### config.mk
export PLATFORM = sky130hd
export DESIGN_NAME = rename_core
export DESIGN_NICKNAME = d
export VERILOG_FILES = /design/src/rtl/rename_pkg.sv /design/src/rtl/free_list.sv /design/src/rtl/map_table.sv /design/src/rtl/rename_core.sv /design/src/rtl/rename_stage.sv /design/src/rtl/reorder_buffer.sv
export VERILOG_INCLUDE_DIRS = /design/src /design/src/rtl
export SDC_FILE = /design/constraint.sdc
export NUM_CORES = 1
export LEC_CHECK = 0
export BUFFER_PORTS_ARGS = -buffer_cell sky130_fd_sc_hd__buf_4
export CORE_MARGIN = 2
export CORE_UTILIZATION = 62
export CTS_CLUSTER_DIAMETER = 80
export DETAILED_ROUTE_END_ITERATION = 16
export PLACE_DENSITY = 0.89
export SLEW_MARGIN = 30
export SYNTH_ARGS = -nofsm -noshare
export SYNTH_HDL_FRONTEND = slang
export SYNTH_SLANG_ARGS = --single-unit
### constraint.sdc
create_clock -name clock -period 4.3 [get_ports clock]
set_input_delay 0.645 -clock clock [delete_from_list [all_inputs] [get_ports clock]]
set_output_delay 0.645 -clock clock [all_outputs]
set_load 0.02 [all_outputs]
### src/rtl/rename_cfg.svh
// Rename core configuration

`ifndef RENAME_CFG_SVH
`define RENAME_CFG_SVH

//////////////////////////////////////////////////////////////////////
// Register file sizes
//////////////////////////////////////////////////////////////////////

// Architectural registers seen by software
`define ARCH_REGS 8

// Physical registers behind the rename map
// Must exceed ARCH_REGS, the surplus feeds the free list
`define PHYS_REGS 16

//////////////////////////////////////////////////////////////////////
// Reorder buffer
//////////////////////////////////////////////////////////////////////

// In-flight instruction slots
`define ROB_DEPTH 8

`endif

### src/rtl/rename_pkg.sv
// Rename core shared types

`include "rename_cfg.svh"

package rename_pkg;

    // Architectural register number
    typedef logic [$clog2(`ARCH_REGS)-1:0] arch_reg_t;

    // Physical register tag
    typedef logic [$clog2(`PHYS_REGS)-1:0] phys_reg_t;

    // Reorder buffer slot index
    typedef logic [$clog2(`ROB_DEPTH)-1:0] rob_idx_t;

    // Lifecycle of one reorder buffer slot
    typedef enum logic [1:0] {
        // Slot unused
        ROB_FREE = 2'd0,
        // Dispatched, waiting on completion
        ROB_BUSY = 2'd1,
        // Completed, waiting to retire
        ROB_DONE = 2'd2
    } rob_state_e;

endpackage

### src/rtl/free_list.sv
// Physical register free list

`timescale 1ns/100ps

`include "rename_cfg.svh"

module free_list import rename_pkg::*; (
    input  logic      clock,
    input  logic      reset,
    // Allocation at dispatch
    input  logic      alloc_req_i,
    output phys_reg_t alloc_phys_o,
    output logic      free_empty_o,
    // Release at retirement
    input  logic      release_valid_i,
    input  phys_reg_t release_phys_i
);

    // Registers beyond the initial identity map
    localparam int FL_DEPTH = `PHYS_REGS - `ARCH_REGS;
    localparam int PTR_W    = $clog2(FL_DEPTH);
    localparam int CNT_W    = $clog2(FL_DEPTH + 1);

    phys_reg_t          fifo_q [FL_DEPTH];
    logic [PTR_W-1:0]   rd_ptr_q;
    logic [PTR_W-1:0]   wr_ptr_q;
    logic [CNT_W-1:0]   count_q;

    // Head of the FIFO is the next tag out
    assign alloc_phys_o = fifo_q[rd_ptr_q];
    assign free_empty_o = (count_q == '0);

    //////////////////////////////////////////////////////////////////////
    // FIFO state
    //////////////////////////////////////////////////////////////////////

    always_ff @(posedge clock) begin
        if (reset) begin
            // Preload ARCH_REGS..PHYS_REGS-1 ascending, list full
            for (int i = 0; i < FL_DEPTH; i++) begin
                fifo_q[i] <= phys_reg_t'(`ARCH_REGS + i);
            end
            rd_ptr_q <= '0;
            wr_ptr_q <= '0;
            count_q  <= CNT_W'(FL_DEPTH);
        end else begin
            // Freed tag goes behind everything already queued
            if (release_valid_i) begin
                fifo_q[wr_ptr_q] <= release_phys_i;
                wr_ptr_q <= (wr_ptr_q == PTR_W'(FL_DEPTH - 1)) ? '0 : wr_ptr_q + 1'b1;
            end
            if (alloc_req_i) begin
                rd_ptr_q <= (rd_ptr_q == PTR_W'(FL_DEPTH - 1)) ? '0 : rd_ptr_q + 1'b1;
            end
            // Both at once leaves the count alone
            if (release_valid_i && !alloc_req_i) begin
                count_q <= count_q + 1'b1;
            end else if (alloc_req_i && !release_valid_i) begin
                count_q <= count_q - 1'b1;
            end
        end
    end

endmodule

### src/rtl/map_table.sv
// Speculative register map table

`timescale 1ns/100ps

`include "rename_cfg.svh"

module map_table import rename_pkg::*; (
    input  logic      clock,
    input  logic      reset,
    // Source lookups
    input  arch_reg_t src1_arch_i,
    input  arch_reg_t src2_arch_i,
    output phys_reg_t src1_phys_o,
    output phys_reg_t src2_phys_o,
    output logic      src1_ready_o,
    output logic      src2_ready_o,
    // Destination rename
    input  logic      rename_fire_i,
    input  arch_reg_t rename_arch_i,
    input  phys_reg_t rename_phys_i,
    output phys_reg_t old_phys_o,
    // Completion wakeup
    input  logic      wakeup_valid_i,
    input  phys_reg_t wakeup_phys_i
);

    // One tag and one ready bit per architectural register
    phys_reg_t              map_q [`ARCH_REGS];
    logic [`ARCH_REGS-1:0]  ready_q;

    //////////////////////////////////////////////////////////////////////
    // Lookup
    //////////////////////////////////////////////////////////////////////

    assign src1_phys_o = map_q[src1_arch_i];
    assign src2_phys_o = map_q[src2_arch_i];

    // Bypass a wakeup landing this cycle so it is not lost
    assign src1_ready_o = ready_q[src1_arch_i]
                        | (wakeup_valid_i && (wakeup_phys_i == map_q[src1_arch_i]));
    assign src2_ready_o = ready_q[src2_arch_i]
                        | (wakeup_valid_i && (wakeup_phys_i == map_q[src2_arch_i]));

    // Mapping being replaced, handed to the ROB
    assign old_phys_o = map_q[rename_arch_i];

    //////////////////////////////////////////////////////////////////////
    // Update
    //////////////////////////////////////////////////////////////////////

    always_ff @(posedge clock) begin
        if (reset) begin
            // Identity map, everything ready
            for (int i = 0; i < `ARCH_REGS; i++) begin
                map_q[i]   <= phys_reg_t'(i);
                ready_q[i] <= 1'b1;
            end
        end else begin
            // Wakeup only hits an entry still holding that tag
            if (wakeup_valid_i) begin
                for (int i = 0; i < `ARCH_REGS; i++) begin
                    if (map_q[i] == wakeup_phys_i) begin
                        ready_q[i] <= 1'b1;
                    end
                end
            end
            // Rename last so it wins on its own entry
            if (rename_fire_i) begin
                map_q[rename_arch_i]   <= rename_phys_i;
                ready_q[rename_arch_i] <= 1'b0;
            end
        end
    end

endmodule

### src/rtl/rename_core.sv
// Register rename core top level

`timescale 1ns/100ps

module rename_core import rename_pkg::*; (
    input  logic      clock,
    input  logic      reset,
    // Dispatch
    input  logic      disp_valid_i,
    input  logic      disp_has_dest_i,
    input  arch_reg_t disp_dest_arch_i,
    input  arch_reg_t disp_src1_arch_i,
    input  arch_reg_t disp_src2_arch_i,
    output logic      disp_ready_o,
    // Rename result
    output logic      ren_valid_o,
    output phys_reg_t ren_src1_phys_o,
    output phys_reg_t ren_src2_phys_o,
    output logic      ren_src1_ready_o,
    output logic      ren_src2_ready_o,
    output phys_reg_t ren_dest_phys_o,
    output phys_reg_t ren_old_phys_o,
    output rob_idx_t  ren_rob_idx_o,
    // Completion
    input  logic      complete_valid_i,
    input  rob_idx_t  complete_rob_idx_i,
    // Commit
    output logic      commit_valid_o,
    output logic      commit_has_dest_o,
    output arch_reg_t commit_dest_arch_o,
    output phys_reg_t commit_new_phys_o,
    output phys_reg_t commit_freed_phys_o
);

    //////////////////////////////////////////////////////////////////////
    // Internal wires
    //////////////////////////////////////////////////////////////////////

    // Dispatch strobes
    logic      disp_fire;
    logic      rename_fire;
    logic      alloc_req;
    // Map table lookups
    phys_reg_t src1_phys;
    phys_reg_t src2_phys;
    logic      src1_ready;
    logic      src2_ready;
    phys_reg_t old_phys;
    // Free list
    phys_reg_t alloc_phys;
    logic      free_empty;
    // ROB status and feedback
    logic      rob_full;
    rob_idx_t  tail_idx;
    logic      wakeup_valid;
    phys_reg_t wakeup_phys;
    logic      release_valid;

    //////////////////////////////////////////////////////////////////////
    // Blocks
    //////////////////////////////////////////////////////////////////////

    rename_stage i_rename_stage (
        .clock            (clock),
        .reset            (reset),
        .disp_valid_i     (disp_valid_i),
        .disp_has_dest_i  (disp_has_dest_i),
        .disp_dest_arch_i (disp_dest_arch_i),
        .disp_ready_o     (disp_ready_o),
        .src1_phys_i      (src1_phys),
        .src2_phys_i      (src2_phys),
        .src1_ready_i     (src1_ready),
        .src2_ready_i     (src2_ready),
        .old_phys_i       (old_phys),
        .alloc_phys_i     (alloc_phys),
        .free_empty_i     (free_empty),
        .rob_full_i       (rob_full),
        .tail_idx_i       (tail_idx),
        .disp_fire_o      (disp_fire),
        .rename_fire_o    (rename_fire),
        .alloc_req_o      (alloc_req),
        .ren_valid_o      (ren_valid_o),
        .ren_src1_phys_o  (ren_src1_phys_o),
        .ren_src2_phys_o  (ren_src2_phys_o),
        .ren_src1_ready_o (ren_src1_ready_o),
        .ren_src2_ready_o (ren_src2_ready_o),
        .ren_dest_phys_o  (ren_dest_phys_o),
        .ren_old_phys_o   (ren_old_phys_o),
        .ren_rob_idx_o    (ren_rob_idx_o)
    );

    // Source numbers bypass the stage straight into the map
    map_table i_map_table (
        .clock          (clock),
        .reset          (reset),
        .src1_arch_i    (disp_src1_arch_i),
        .src2_arch_i    (disp_src2_arch_i),
        .src1_phys_o    (src1_phys),
        .src2_phys_o    (src2_phys),
        .src1_ready_o   (src1_ready),
        .src2_ready_o   (src2_ready),
        .rename_fire_i  (rename_fire),
        .rename_arch_i  (disp_dest_arch_i),
        .rename_phys_i  (alloc_phys),
        .old_phys_o     (old_phys),
        .wakeup_valid_i (wakeup_valid),
        .wakeup_phys_i  (wakeup_phys)
    );

    free_list i_free_list (
        .clock           (clock),
        .reset           (reset),
        .alloc_req_i     (alloc_req),
        .alloc_phys_o    (alloc_phys),
        .free_empty_o    (free_empty),
        .release_valid_i (release_valid),
        .release_phys_i  (commit_freed_phys_o)
    );

    // Released tag doubles as the commit's freed register
    reorder_buffer i_reorder_buffer (
        .clock              (clock),
        .reset              (reset),
        .disp_fire_i        (disp_fire),
        .disp_has_dest_i    (disp_has_dest_i),
        .disp_arch_i        (disp_dest_arch_i),
        .disp_new_phys_i    (alloc_phys),
        .disp_old_phys_i    (old_phys),
        .rob_full_o         (rob_full),
        .tail_idx_o         (tail_idx),
        .complete_valid_i   (complete_valid_i),
        .complete_rob_idx_i (complete_rob_idx_i),
        .wakeup_valid_o     (wakeup_valid),
        .wakeup_phys_o      (wakeup_phys),
        .commit_valid_o     (commit_valid_o),
        .commit_has_dest_o  (commit_has_dest_o),
        .commit_dest_arch_o (commit_dest_arch_o),
        .commit_new_phys_o  (commit_new_phys_o),
        .release_valid_o    (release_valid),
        .release_phys_o     (commit_freed_phys_o)
    );

endmodule

### src/rtl/rename_stage.sv
// Dispatch accept and rename register

`timescale 1ns/100ps

module rename_stage import rename_pkg::*; (
    input  logic      clock,
    input  logic      reset,
    // Dispatch handshake
    input  logic      disp_valid_i,
    input  logic      disp_has_dest_i,
    input  arch_reg_t disp_dest_arch_i,
    output logic      disp_ready_o,
    // From map table
    input  phys_reg_t src1_phys_i,
    input  phys_reg_t src2_phys_i,
    input  logic      src1_ready_i,
    input  logic      src2_ready_i,
    input  phys_reg_t old_phys_i,
    // From free list and ROB
    input  phys_reg_t alloc_phys_i,
    input  logic      free_empty_i,
    input  logic      rob_full_i,
    input  rob_idx_t  tail_idx_i,
    // Strobes
    output logic      disp_fire_o,
    output logic      rename_fire_o,
    output logic      alloc_req_o,
    // Registered rename result
    output logic      ren_valid_o,
    output phys_reg_t ren_src1_phys_o,
    output phys_reg_t ren_src2_phys_o,
    output logic      ren_src1_ready_o,
    output logic      ren_src2_ready_o,
    output phys_reg_t ren_dest_phys_o,
    output phys_reg_t ren_old_phys_o,
    output rob_idx_t  ren_rob_idx_o
);

    logic      accept;

    //////////////////////////////////////////////////////////////////////
    // Accept
    //////////////////////////////////////////////////////////////////////

    // Same test with or without a destination
    assign disp_ready_o = !rob_full_i && !free_empty_i;
    assign accept       = disp_valid_i && disp_ready_o;

    assign disp_fire_o   = accept;
    // Tag and map only for a real destination
    assign rename_fire_o = accept && disp_has_dest_i;
    assign alloc_req_o   = accept && disp_has_dest_i;

    //////////////////////////////////////////////////////////////////////
    // Result register
    //////////////////////////////////////////////////////////////////////

    always_ff @(posedge clock) begin
        if (reset) begin
            ren_valid_o <= 1'b0;
        end else begin
            ren_valid_o <= accept;
        end
    end

    always_ff @(posedge clock) begin
        if (accept) begin
            ren_src1_phys_o  <= src1_phys_i;
            ren_src2_phys_o  <= src2_phys_i;
            ren_src1_ready_o <= src1_ready_i;
            ren_src2_ready_o <= src2_ready_i;
            ren_rob_idx_o    <= tail_idx_i;
            // Zero tags when nothing is written
            ren_dest_phys_o  <= disp_has_dest_i ? alloc_phys_i : '0;
            ren_old_phys_o   <= disp_has_dest_i ? old_phys_i : '0;
        end
    end

endmodule

### src/rtl/reorder_buffer.sv
// In-order retirement buffer

`timescale 1ns/100ps

`include "rename_cfg.svh"

module reorder_buffer import rename_pkg::*; (
    input  logic      clock,
    input  logic      reset,
    // Dispatch into the tail
    input  logic      disp_fire_i,
    input  logic      disp_has_dest_i,
    input  arch_reg_t disp_arch_i,
    input  phys_reg_t disp_new_phys_i,
    input  phys_reg_t disp_old_phys_i,
    output logic      rob_full_o,
    output rob_idx_t  tail_idx_o,
    // Completion by slot index
    input  logic      complete_valid_i,
    input  rob_idx_t  complete_rob_idx_i,
    output logic      wakeup_valid_o,
    output phys_reg_t wakeup_phys_o,
    // Retirement from the head
    output logic      commit_valid_o,
    output logic      commit_has_dest_o,
    output arch_reg_t commit_dest_arch_o,
    output phys_reg_t commit_new_phys_o,
    output logic      release_valid_o,
    output phys_reg_t release_phys_o
);

    localparam int CNT_W = $clog2(`ROB_DEPTH + 1);

    // Control per slot
    rob_state_e       state_q [`ROB_DEPTH];
    rob_idx_t         head_q;
    rob_idx_t         tail_q;
    logic [CNT_W-1:0] count_q;

    // Payload per slot
    logic             has_dest_q [`ROB_DEPTH];
    arch_reg_t        arch_q     [`ROB_DEPTH];
    phys_reg_t        new_phys_q [`ROB_DEPTH];
    phys_reg_t        old_phys_q [`ROB_DEPTH];

    logic             complete_hit;

    //////////////////////////////////////////////////////////////////////
    // Status and outputs
    //////////////////////////////////////////////////////////////////////

    assign rob_full_o = (count_q == CNT_W'(`ROB_DEPTH));
    assign tail_idx_o = tail_q;

    // Stray completions on non-busy slots are dropped
    assign complete_hit = complete_valid_i && (state_q[complete_rob_idx_i] == ROB_BUSY);

    // No wakeup for an instruction that writes nothing
    assign wakeup_valid_o = complete_hit && has_dest_q[complete_rob_idx_i];
    assign wakeup_phys_o  = new_phys_q[complete_rob_idx_i];

    // Head retires whenever it has completed
    assign commit_valid_o     = (state_q[head_q] == ROB_DONE);
    assign commit_has_dest_o  = has_dest_q[head_q];
    assign commit_dest_arch_o = arch_q[head_q];
    assign commit_new_phys_o  = new_phys_q[head_q];

    // Previous mapping goes back to the free list
    assign release_valid_o = commit_valid_o && has_dest_q[head_q];
    assign release_phys_o  = old_phys_q[head_q];

    //////////////////////////////////////////////////////////////////////
    // Slot state and pointers
    //////////////////////////////////////////////////////////////////////

    always_ff @(posedge clock) begin
        if (reset) begin
            for (int i = 0; i < `ROB_DEPTH; i++) begin
                state_q[i] <= ROB_FREE;
            end
            head_q  <= '0;
            tail_q  <= '0;
            count_q <= '0;
        end else begin
            if (disp_fire_i) begin
                state_q[tail_q] <= ROB_BUSY;
                tail_q <= (tail_q == rob_idx_t'(`ROB_DEPTH - 1)) ? '0 : tail_q + 1'b1;
            end
            if (complete_hit) begin
                state_q[complete_rob_idx_i] <= ROB_DONE;
            end
            if (commit_valid_o) begin
                state_q[head_q] <= ROB_FREE;
                head_q <= (head_q == rob_idx_t'(`ROB_DEPTH - 1)) ? '0 : head_q + 1'b1;
            end
            // Occupancy
            if (disp_fire_i && !commit_valid_o) begin
                count_q <= count_q + 1'b1;
            end else if (commit_valid_o && !disp_fire_i) begin
                count_q <= count_q - 1'b1;
            end
        end
    end

    // Destination fields captured at the tail, zero tags when none
    always_ff @(posedge clock) begin
        if (disp_fire_i) begin
            has_dest_q[tail_q] <= disp_has_dest_i;
            arch_q[tail_q]     <= disp_arch_i;
            new_phys_q[tail_q] <= disp_has_dest_i ? disp_new_phys_i : '0;
            old_phys_q[tail_q] <= disp_has_dest_i ? disp_old_phys_i : '0;
        end
    end

endmodule

==> flow_summary.toml, run 1 <==
[critical_path]
cp_max_fo = 11
worstPathArrival_ps = 3830
slowest_delay_ps = 360
critPathKind = "flop to flop"
rrSetupSlack_ps = 930
cp_top_family = "simple AND/OR/NAND/NOR gates"
path_buf_inv = 3
startpoint_type = "flop"
slowest_stage = "mux4_2"
required_ps = 4760
cp-end-kind = "flop"
path_cells = "inv_1 > buf_4 > mux4_2 > mux2i_4 > and2_4 > ha_1 > inv_1 > ha_1 > a21o_1 > a21oi_1 > xnor2_1 > or3_1 > nand3_1"

[route]
ant_nets = 0
wl_per_cell_um = 24.4
route.vias.total = 7436
viasPerCell = 6.72
drt-initial-drc-count = 1032
drc = 0
drt_wl_total_um = 27100
firstDrtPassIters = 5

[yosys]
synth_top_area_share_pct = 48.5
yosysWarnings = 0
synth_edf_count = 181
yosysSeqAreaShare_pct = 57.6
syn_area_mm2 = 0.0112
synth_async_sr_flop_share_pct = 0
syn_nets = 836
yosysMostFrequentCell = "edfxtp_1"
synth-main-ff-cell = "edfxtp_1"
synth_cells = 803
ys_ff_latch = 232
ys_types = 73
synth_top_cell_by_area = "edfxtp_1"
synth_area_leaders = "edfxtp_1, mux4_2, dfxtp_1, xor2_1, nand2_1"
synth_commonest_cells = "edfxtp_1, nand2_1, nor2_1"
postSynthAreaPerCell_um2 = 14.0

[sta]
timing.fmax_mhz = 297
finalCritPeriodShare_pct = 78.3
slew_headroom_pct = 42.1
fin_crit_ps = 3370
fin_setup_tns_ps = 0
rsz0062_at_grt = "false"
whs_ps = 490
hold_viol_final = 0
worst_slack_ps = 932
fin_skew_ps = 15.9
max_slew.worst_pin.slew_ps = 864
slew_viol_final = 0
finalSetupViolCount = 0

[hold_path]
min_path_type = "primary input to flop"

[placed_design]
place_ws_ps = 997
gp_congestion = 0.923
placed_cells = 1063
port_buffers = 52
dp_hpwl_um = 17200
placed_cell_area_mm2 = 0.0119

[global_routing]
grt_overflow = 0
grt_usage_pct = 28.6
grt_start_max_net_pins = 45
grt_pass1_vias = 7557
antenna_found_initial = 0
grt_pass1_wl_um = 42700

[floorplan]
die_x_um = 139
initial_core_util_pct = 62.9
die_y_um = 139
design.die.area_mm2 = 0.0192
row_count = 49
io_pins = 53
fp.coreArea_mm2 = 0.0178

[cts]
ctsHtreeMaxLevel = 1
clk_pin_slew_ps = 60
cts_buffer_depth = 3
holdBufCountCts = 0
root_buffer = "clkbuf_16"
cts_setup_buffers = 0
cts.sinks = 232
clock_latency_ps = 520
cts_buffers = 24
tritoncts = "built"
post_cts.resized_instances = 0

[finish]
stdcell_count = 1107
drive_gt1_share_pct = 24.4
regArea_mm2 = 0.00646
multiInputGateArea_mm2 = 0.00450
final_util_pct = 70.6
nets = 893
area_delta_synth_final_pct = 12.3
postLayoutCellArea_mm2 = 0.0126
nFillCells = 1087
insertedDiodeCount = 0

[flow_run]
drv_cap = 0

[power_and_ir_drop]
p_per_area_mw_per_mm2 = 448
p_leak_nw = 4.28
ir_drop_uv = 369
power.total_mw = 5.64

[status]
status = "finished, final reports clean"
==> worst paths after layout <==
path / depth (start not counted) / from / end
setup / recovery: 13 / flop / i_free_list.count_q[3]
hold / removal: 3 / disp_src2_arch_i[2] / i_rename_stage.ren_src2_ready_o
setup reg to reg: 13 / flop / i_free_list.count_q[3]
hold reg to reg: 2 / i_reorder_buffer.count_q[3] / i_reorder_buffer.count_q[3]
==> sequential cells by signal, indices dropped and copies added, names as in the netlist, 8 cells and up, named ones only <==
signal / count
i_reorder_buffer.new_phys_q: 32
i_map_table.map_q: 32
i_reorder_buffer.state_q: 16
i_reorder_buffer.has_dest_q: 8
i_reorder_buffer.arch_q: 24
i_map_table.ready_q: 8
i_free_list.fifo_q: 32
i_reorder_buffer.old_phys_q: 32
==> final cells by class <==
| class | count | area share [%] |
|---|---|---|
| Tap cell | 229 | 2.27 |
| Clock buffer | 37 | 5.48 |
| Timing Repair Buffer | 75 | 4.47 |
| Clock inverter | 7 | 0.288 |
| Multi-Input combinational cell | 511 | 35.8 |
| Inverter | 16 | 0.477 |
| Sequential cell | 232 | 51.3 |
==> power breakdown <==
part           total, mW  leakage [nW]  switching [mW]  internal [mW]
logic              0.984          1.88           0.578          0.407
clock network       1.95         0.356           0.841           1.10
registers           2.72          2.04           0.111           2.60
==> routing by layer <==
metal,GRT usage [%],wire length [µm],vias to the layer above,part of all wire (%)
met3,5.09,2660,95,9.8
met1,38.3,9880,3634,36
met5,0,0,-,0
met2,47.6,13600,528,50
met4,10.7,968,0,3.6
li1,-,-,3179,-
==> tightest hold or removal path: stages <==
cell and delay [ps]:
buf_4 120, mux2i_1 70, o21ai_0 60
==> cell usage in the layout (no fill, tap or decap), types with 11 or more instances in the layout <==
cell         n
edfxtp_1   181
buf_4       75
nand2_1     74
nor2_1      67
mux4_2      64
dfxtp_1     50
xor2_1      35
clkbuf_16   25
mux2i_1     22
a21oi_1     21
mux2_2      17
nor2b_1     16
nand3_1     15
inv_1       14
ha_1        14
nor3_1      12
o21ai_0     11
==> cell families (layout without fill, tap and decap cells) <==
| logic type | count (synthesis) | count (layout) | synth area share (%) |
|---|---|---|---|
| simple gates | 266 | 266 | 12.1 |
| flops | 232 | 232 | 57.6 |
| mux | 109 | 109 | 17.7 |
| compound gates | 76 | 76 | 4.65 |
| buf+inv | 60 | 135 | 2.61 |
| xor+xnor | 44 | 44 | 3.50 |
| fa+ha+maj | 16 | 16 | 1.92 |
Power figures use the tool's default switching activity.
==> inputs of run 2 (changes only) <==
CORE_UTILIZATION = 56   (was 62)
PLACE_DENSITY = 0.86   (was 0.89)
clock period = 2.8 ns   (was 4.3 ns; I/O delays follow)
==> run 2 against run 1 <==
Register-to-register slack got worse by 900 ps. Via count fell by 1.4%. Cell area up 3.2%. Clock skew up 10 ps. Non-clock buffer count increased by 23. Combinational power increased by 67%. Cell count rose by 5.3%. Global-route usage decreased by 3.3 points. First-iteration DRC count decreased by 16%. Critical path type unchanged.
==> flow_summary.toml, run 2 (same netlist as run 1, synthesis figures left out) <==
[status]
status = "finished, final reports clean"

[route]
drt-initial-drc-count = 869
drc = 0
route.vias.total = 7329
firstDrtPassIters = 5
wl_per_cell_um = 22.7
drt_wl_total_um = 26500
viasPerCell = 6.29
ant_nets = 0

[flow_run]
drv_cap = 0

[finish]
layout_common_cells = "edfxtp_1, buf_4, nand2_1"
multiInputGateArea_mm2 = 0.00460
insertedDiodeCount = 0
area_delta_synth_final_pct = 15.9
nFillCells = 1306
nets = 916
final_util_pct = 66.4
regArea_mm2 = 0.00646
postLayoutCellArea_mm2 = 0.0130
final_common_cell = "edfxtp_1"
drive_gt1_share_pct = 28.5

[critical_path]
critPathKind = "flop to flop"
path_cells = "or2b_1 > mux4_2 > mux2i_4 > and2_4 > ha_4 > inv_4 > ha_4 > a21o_1 > a21oi_2 > xnor2_1 > or3_1 > nand3_1"
slowest_delay_ps = 480
startpoint_type = "flop"
required_ps = 3260
slowest_stage = "mux4_2"
worstPathArrival_ps = 3230
path_buf_inv = 1
cp_top_family = "simple AND/OR/NAND/NOR gates"
cp-end-kind = "flop"
cp_common_cell = "ha_4"
cp_max_fo = 3

[power_and_ir_drop]
p_leak_nw = 4.42
power.total_mw = 8.87
p_per_area_mw_per_mm2 = 682
ir_drop_uv = 504

[sta]
timing.fmax_mhz = 361
fin_skew_ps = 26.1
finalCritPeriodShare_pct = 99.0
finalSetupViolCount = 0
rsz0062_at_grt = "true"
fin_crit_ps = 2770
max_slew.worst_pin.slew_ps = 930
hold_viol_final = 0
slew_headroom_pct = 37.5
slew_viol_final = 0

[floorplan]
initial_core_util_pct = 57.3
die_y_um = 146
io_pins = 53
die_x_um = 146
design.die.area_mm2 = 0.0212
fp.coreArea_mm2 = 0.0196
row_count = 51

[hold_path]
min_path_type = "primary input to flop"

[global_routing]
grt_pass1_vias = 7400
grt_usage_pct = 25.3
grt_overflow = 0
grt_start_max_net_pins = 31
antenna_found_initial = 0
grt_pass1_wl_um = 41600

[cts]
cts_buffer_depth = 3
cts_buffers = 24
clk_pin_slew_ps = 60
cts.sinks = 232
tritoncts = "built"
root_buffer = "clkbuf_16"
clock_latency_ps = 530
holdBufCountCts = 0
ctsHtreeMaxLevel = 1

[placed_design]
gp_congestion = 0.897
port_buffers = 52
dp_hpwl_um = 18000
placed_cell_area_mm2 = 0.0122
==> run 2: report_power, final <==
part	internal, mW	switching (mW)	total (mW)
Clock	1.77	1.30	3.07
Sequential	4.00	0.170	4.17
Combinational	0.712	0.924	1.64
==> run 2: repair_timing <==
item	in CTS	in global routing
cloned	0	0
resized for setup	7	5
pin swaps	5	2
setup endpoints to repair	5	3
buffers inserted	4	1
==> run 2: path summary, 6_finish.rpt <==
check                                  from                             end  slack (ps)  cells after the start
max          i_reorder_buffer.state_q[5][1]          i_free_list.count_q[3]          30                     12
min                         disp_has_dest_i  i_reorder_buffer.has_dest_q[4]         290                      1
max reg2reg  i_reorder_buffer.state_q[5][1]          i_free_list.count_q[3]          30                     12
min reg2reg         i_free_list.rd_ptr_q[1]         i_free_list.rd_ptr_q[1]         500                      2
==> run 2: through the flow <==
stage               instances  hold WS [ps]  setup WS [ps]  setup TNS (ps)
global placement         1117           471            108               0
floorplan                 803           435          -83.1            -119
global route             1166           276          -73.2           -95.4
detailed placement       1117           480          -27.6           -27.6
finish                   1166           287           28.6               0
CTS                      1165           265           25.8               0
==> run 2: per-layer routing <==
layer | part of all wire [%] | GRT usage [%] | vias up
li1 | - | - | 3232
met5 | 0 | 0 | -
met4 | 4.2 | 11.3 | 0
met2 | 48 | 41.3 | 452
met1 | 38 | 33.9 | 3563
met3 | 9.0 | 4.17 | 82
==> run 2: layout make-up <==
cell class              count  share of cell area [%]
clock buffers              35                    5.17
multi-input cells         511                    35.3
repair buffers             98                    5.98
flip-flops and latches    232                    49.7
inverters                  16                   0.568
well taps                 265                    2.55
clock inverters             9                   0.674
==> inputs of run 3 (changes only) <==
SYNTH_HIERARCHICAL = 1   (was unset)
clock period = 2.4 ns   (was 2.8 ns; I/O delays follow)
==> run 3 against run 2 <==
Highest routed layer unchanged. Critical path type unchanged. Flip-flop and latch count is the same. Register-to-register slack lost 270 ps. Via count grew 7.9%. The flow now finishes with violations (setup timing). Utilization grew 3.0 points. Global-route usage grew 1.1 points. Setup slack lost 270 ps. Non-clock buffer count grew 48.
==> flow_summary.toml, run 3 <==
[sta]
timing.fmax_mhz = 379
slew_viol_final = 0
fin_crit_ps = 2640
fin_skew_ps = 28.0
rsz0062_at_grt = "true"
max_slew.worst_pin.slew_ps = 570
worst_slack_ps = -241
hold_viol_final = 0
finalSetupViolCount = 79
slew_headroom_pct = 61.7
finalCritPeriodShare_pct = 110

[yosys]
yosysSeqAreaShare_pct = 55.9
synth-main-ff-cell = "edfxtp_1"
yosysWarnings = 6
synth_edf_count = 181
synth_top_cell_by_area = "edfxtp_1"
ys_ff_latch = 232
synth_area_leaders = "edfxtp_1, mux4_2, dfxtp_1, mux2i_1, mux2_2"
synth_top_area_share_pct = 47.1
yosysMostFrequentCell = "edfxtp_1"
syn_nets = 862
synth_async_sr_flop_share_pct = 0
synth_commonest_cells = "edfxtp_1, nor2_1, dfxtp_1"
syn_area_mm2 = 0.0115
postSynthAreaPerCell_um2 = 13.9
ys_types = 71
synth_cells = 829

[finish]
insertedDiodeCount = 0
area_delta_synth_final_pct = 21.7
drive_gt1_share_pct = 36.4
multiInputGateArea_mm2 = 0.00518
nets = 984
stdcell_count = 1237
final_common_cell = "edfxtp_1"
regArea_mm2 = 0.00647
layout_common_cells = "edfxtp_1, buf_4, nor2_1"
nFillCells = 1269
final_util_pct = 69.4
postLayoutCellArea_mm2 = 0.0140

[critical_path]
rrSetupSlack_ps = -240
required_ps = 2860
slowest_stage = "dfxtp_4"
cp-end-kind = "flop"
cp_top_family = "simple AND/OR/NAND/NOR gates"
cp_num_cells = 14
critPathKind = "flop to flop"
r2r_end = "i_free_list/count_q[3]"
worstPathArrival_ps = 3100
path_cells = "buf_4 > or3b_4 > nand4_1 > nand4_1 > buf_6 > buf_4 > nor2b_4 > ha_4 > inv_6 > ha_4 > a21oi_4 > a211oi_2 > a31oi_1 > mux2i_1"
worst-r2r-cell-count = 14
endpoint = "i_free_list/count_q[3]"
cp_max_fo = 6
startpoint_type = "flop"
path_buf_inv = 4
slowest_delay_ps = 360

[power_and_ir_drop]
p_leak_nw = 4.90
ir_drop_uv = 469
p_per_area_mw_per_mm2 = 769
power.total_mw = 10.8

[hold_path]
min_path_type = "primary input to flop"
min_from = "disp_valid_i"
whs_path_depth = 2

[route]
firstDrtPassIters = 6
drc = 0
ant_nets = 0
route.vias.total = 7906
viasPerCell = 6.39
drt_wl_total_um = 29400
wl_per_cell_um = 23.8
drt-initial-drc-count = 885

[global_routing]
grt_start_max_net_pins = 36
grt_overflow = 0
antenna_found_initial = 0
grt_pass1_vias = 7980
grt_usage_pct = 26.4
grt_pass1_wl_um = 44300

[floorplan]
fp.coreArea_mm2 = 0.0202
die_x_um = 148
initial_core_util_pct = 57.0
row_count = 52
die_y_um = 148
design.die.area_mm2 = 0.0218
io_pins = 53

[flow_run]
drv_cap = 0

[placed_design]
dp_hpwl_um = 18500
placed_cells = 1175
port_buffers = 52
placed_cell_area_mm2 = 0.0128
place_ws_ps = -263
gp_congestion = 0.870

[cts]
cts.sinks = 232
ctsHtreeMaxLevel = 1
root_buffer = "clkbuf_16"
cts_buffer_depth = 3
cts_buffers = 23
clk_pin_slew_ps = 60
tritoncts = "built"
clock_latency_ps = 530
holdBufCountCts = 0

[status]
status = "complete, but fails checks"
violations = "setup timing"
## run 3: cell count changes after synthesis, moves of 8 or more
cell      change
and2_2        +8
nand2_1      -55
mux4_2       -17
or3_1        +25
nand3_1       -9
mux2_2        +9
nor2b_1       -8
and2_1       +37
nand2b_1      +8
mux2i_1      +15
or2_2        +14
## run 3: worst min-delay path by stage
stage	end	slack (ps)
floorplan	i_rename_stage/ren_valid_o	430
global placement	i_reorder_buffer/count_q[3]	480
detailed placement	i_reorder_buffer/count_q[3]	480
CTS	i_rename_stage/ren_valid_o	150
global route	i_rename_stage/ren_valid_o	160
finish	i_rename_stage/ren_valid_o	170
## run 3: report_power, final
| group | internal, mW | switching [mW] |
|---|---|---|
| Clock | 2.09 | 1.52 |
| Combinational | 1.07 | 1.22 |
| Sequential | 4.68 | 0.219 |
| Total | 7.85 | 2.95 |
## run 3: metrics by stage
stage	setup TNS, ps	hold WS, ps
final	-11060	168
after global placement	-3360	479
after global routing	-15820	160
after detailed placement	-9780	481
after floorplan	-4250	433
after CTS	-9680	153
## run 3: cells by family (layout without fill, tap and decap cells)
kind of cell,after synthesis,count (layout),share of synthesized area [%]
flops,232,232,55.9
compound gates,82,82,5.14
fa+ha+maj,16,16,1.86
buf+inv,61,199,2.69
simple gates,273,273,13.9
xor+xnor,44,44,3.40
mux,121,121,17.1
## run 3: worst register-to-register path, delay by kind of cell (launching register included)
family,cells,cell delay [ps]
simple gates,4,720
buf+inv,4,490
compound gates,3,420
fa+ha+maj,2,400
flops,1,360
mux,1,200
## run 3: layer usage
metal	vias up	track usage, %	part of all wire, %
li1	3416	-	-
met2	427	46.5	53
met3	93	3.80	7.3
met5	-	0	0
met4	0	10.4	2.9
met1	3970	33.0	37
## run 3: final cells by class
class / instances / area share, %
clock buffers: 29 / 4.26
clock inverters: 12 / 1.01
inverters: 12 / 0.374
multi-input cells: 536 / 36.9
flip-flops and latches: 232 / 46.1
well taps: 270 / 2.41
repair buffers: 146 / 9.01
## run 3: timing repair
item / 4_1_cts / 5_1_grt
gates resized for setup: 47 / 45
buffers inserted: 10 / 10
endpoints found under the setup margin: 79 / 91
pin swaps: 10 / 15
gates cloned: 2 / 1
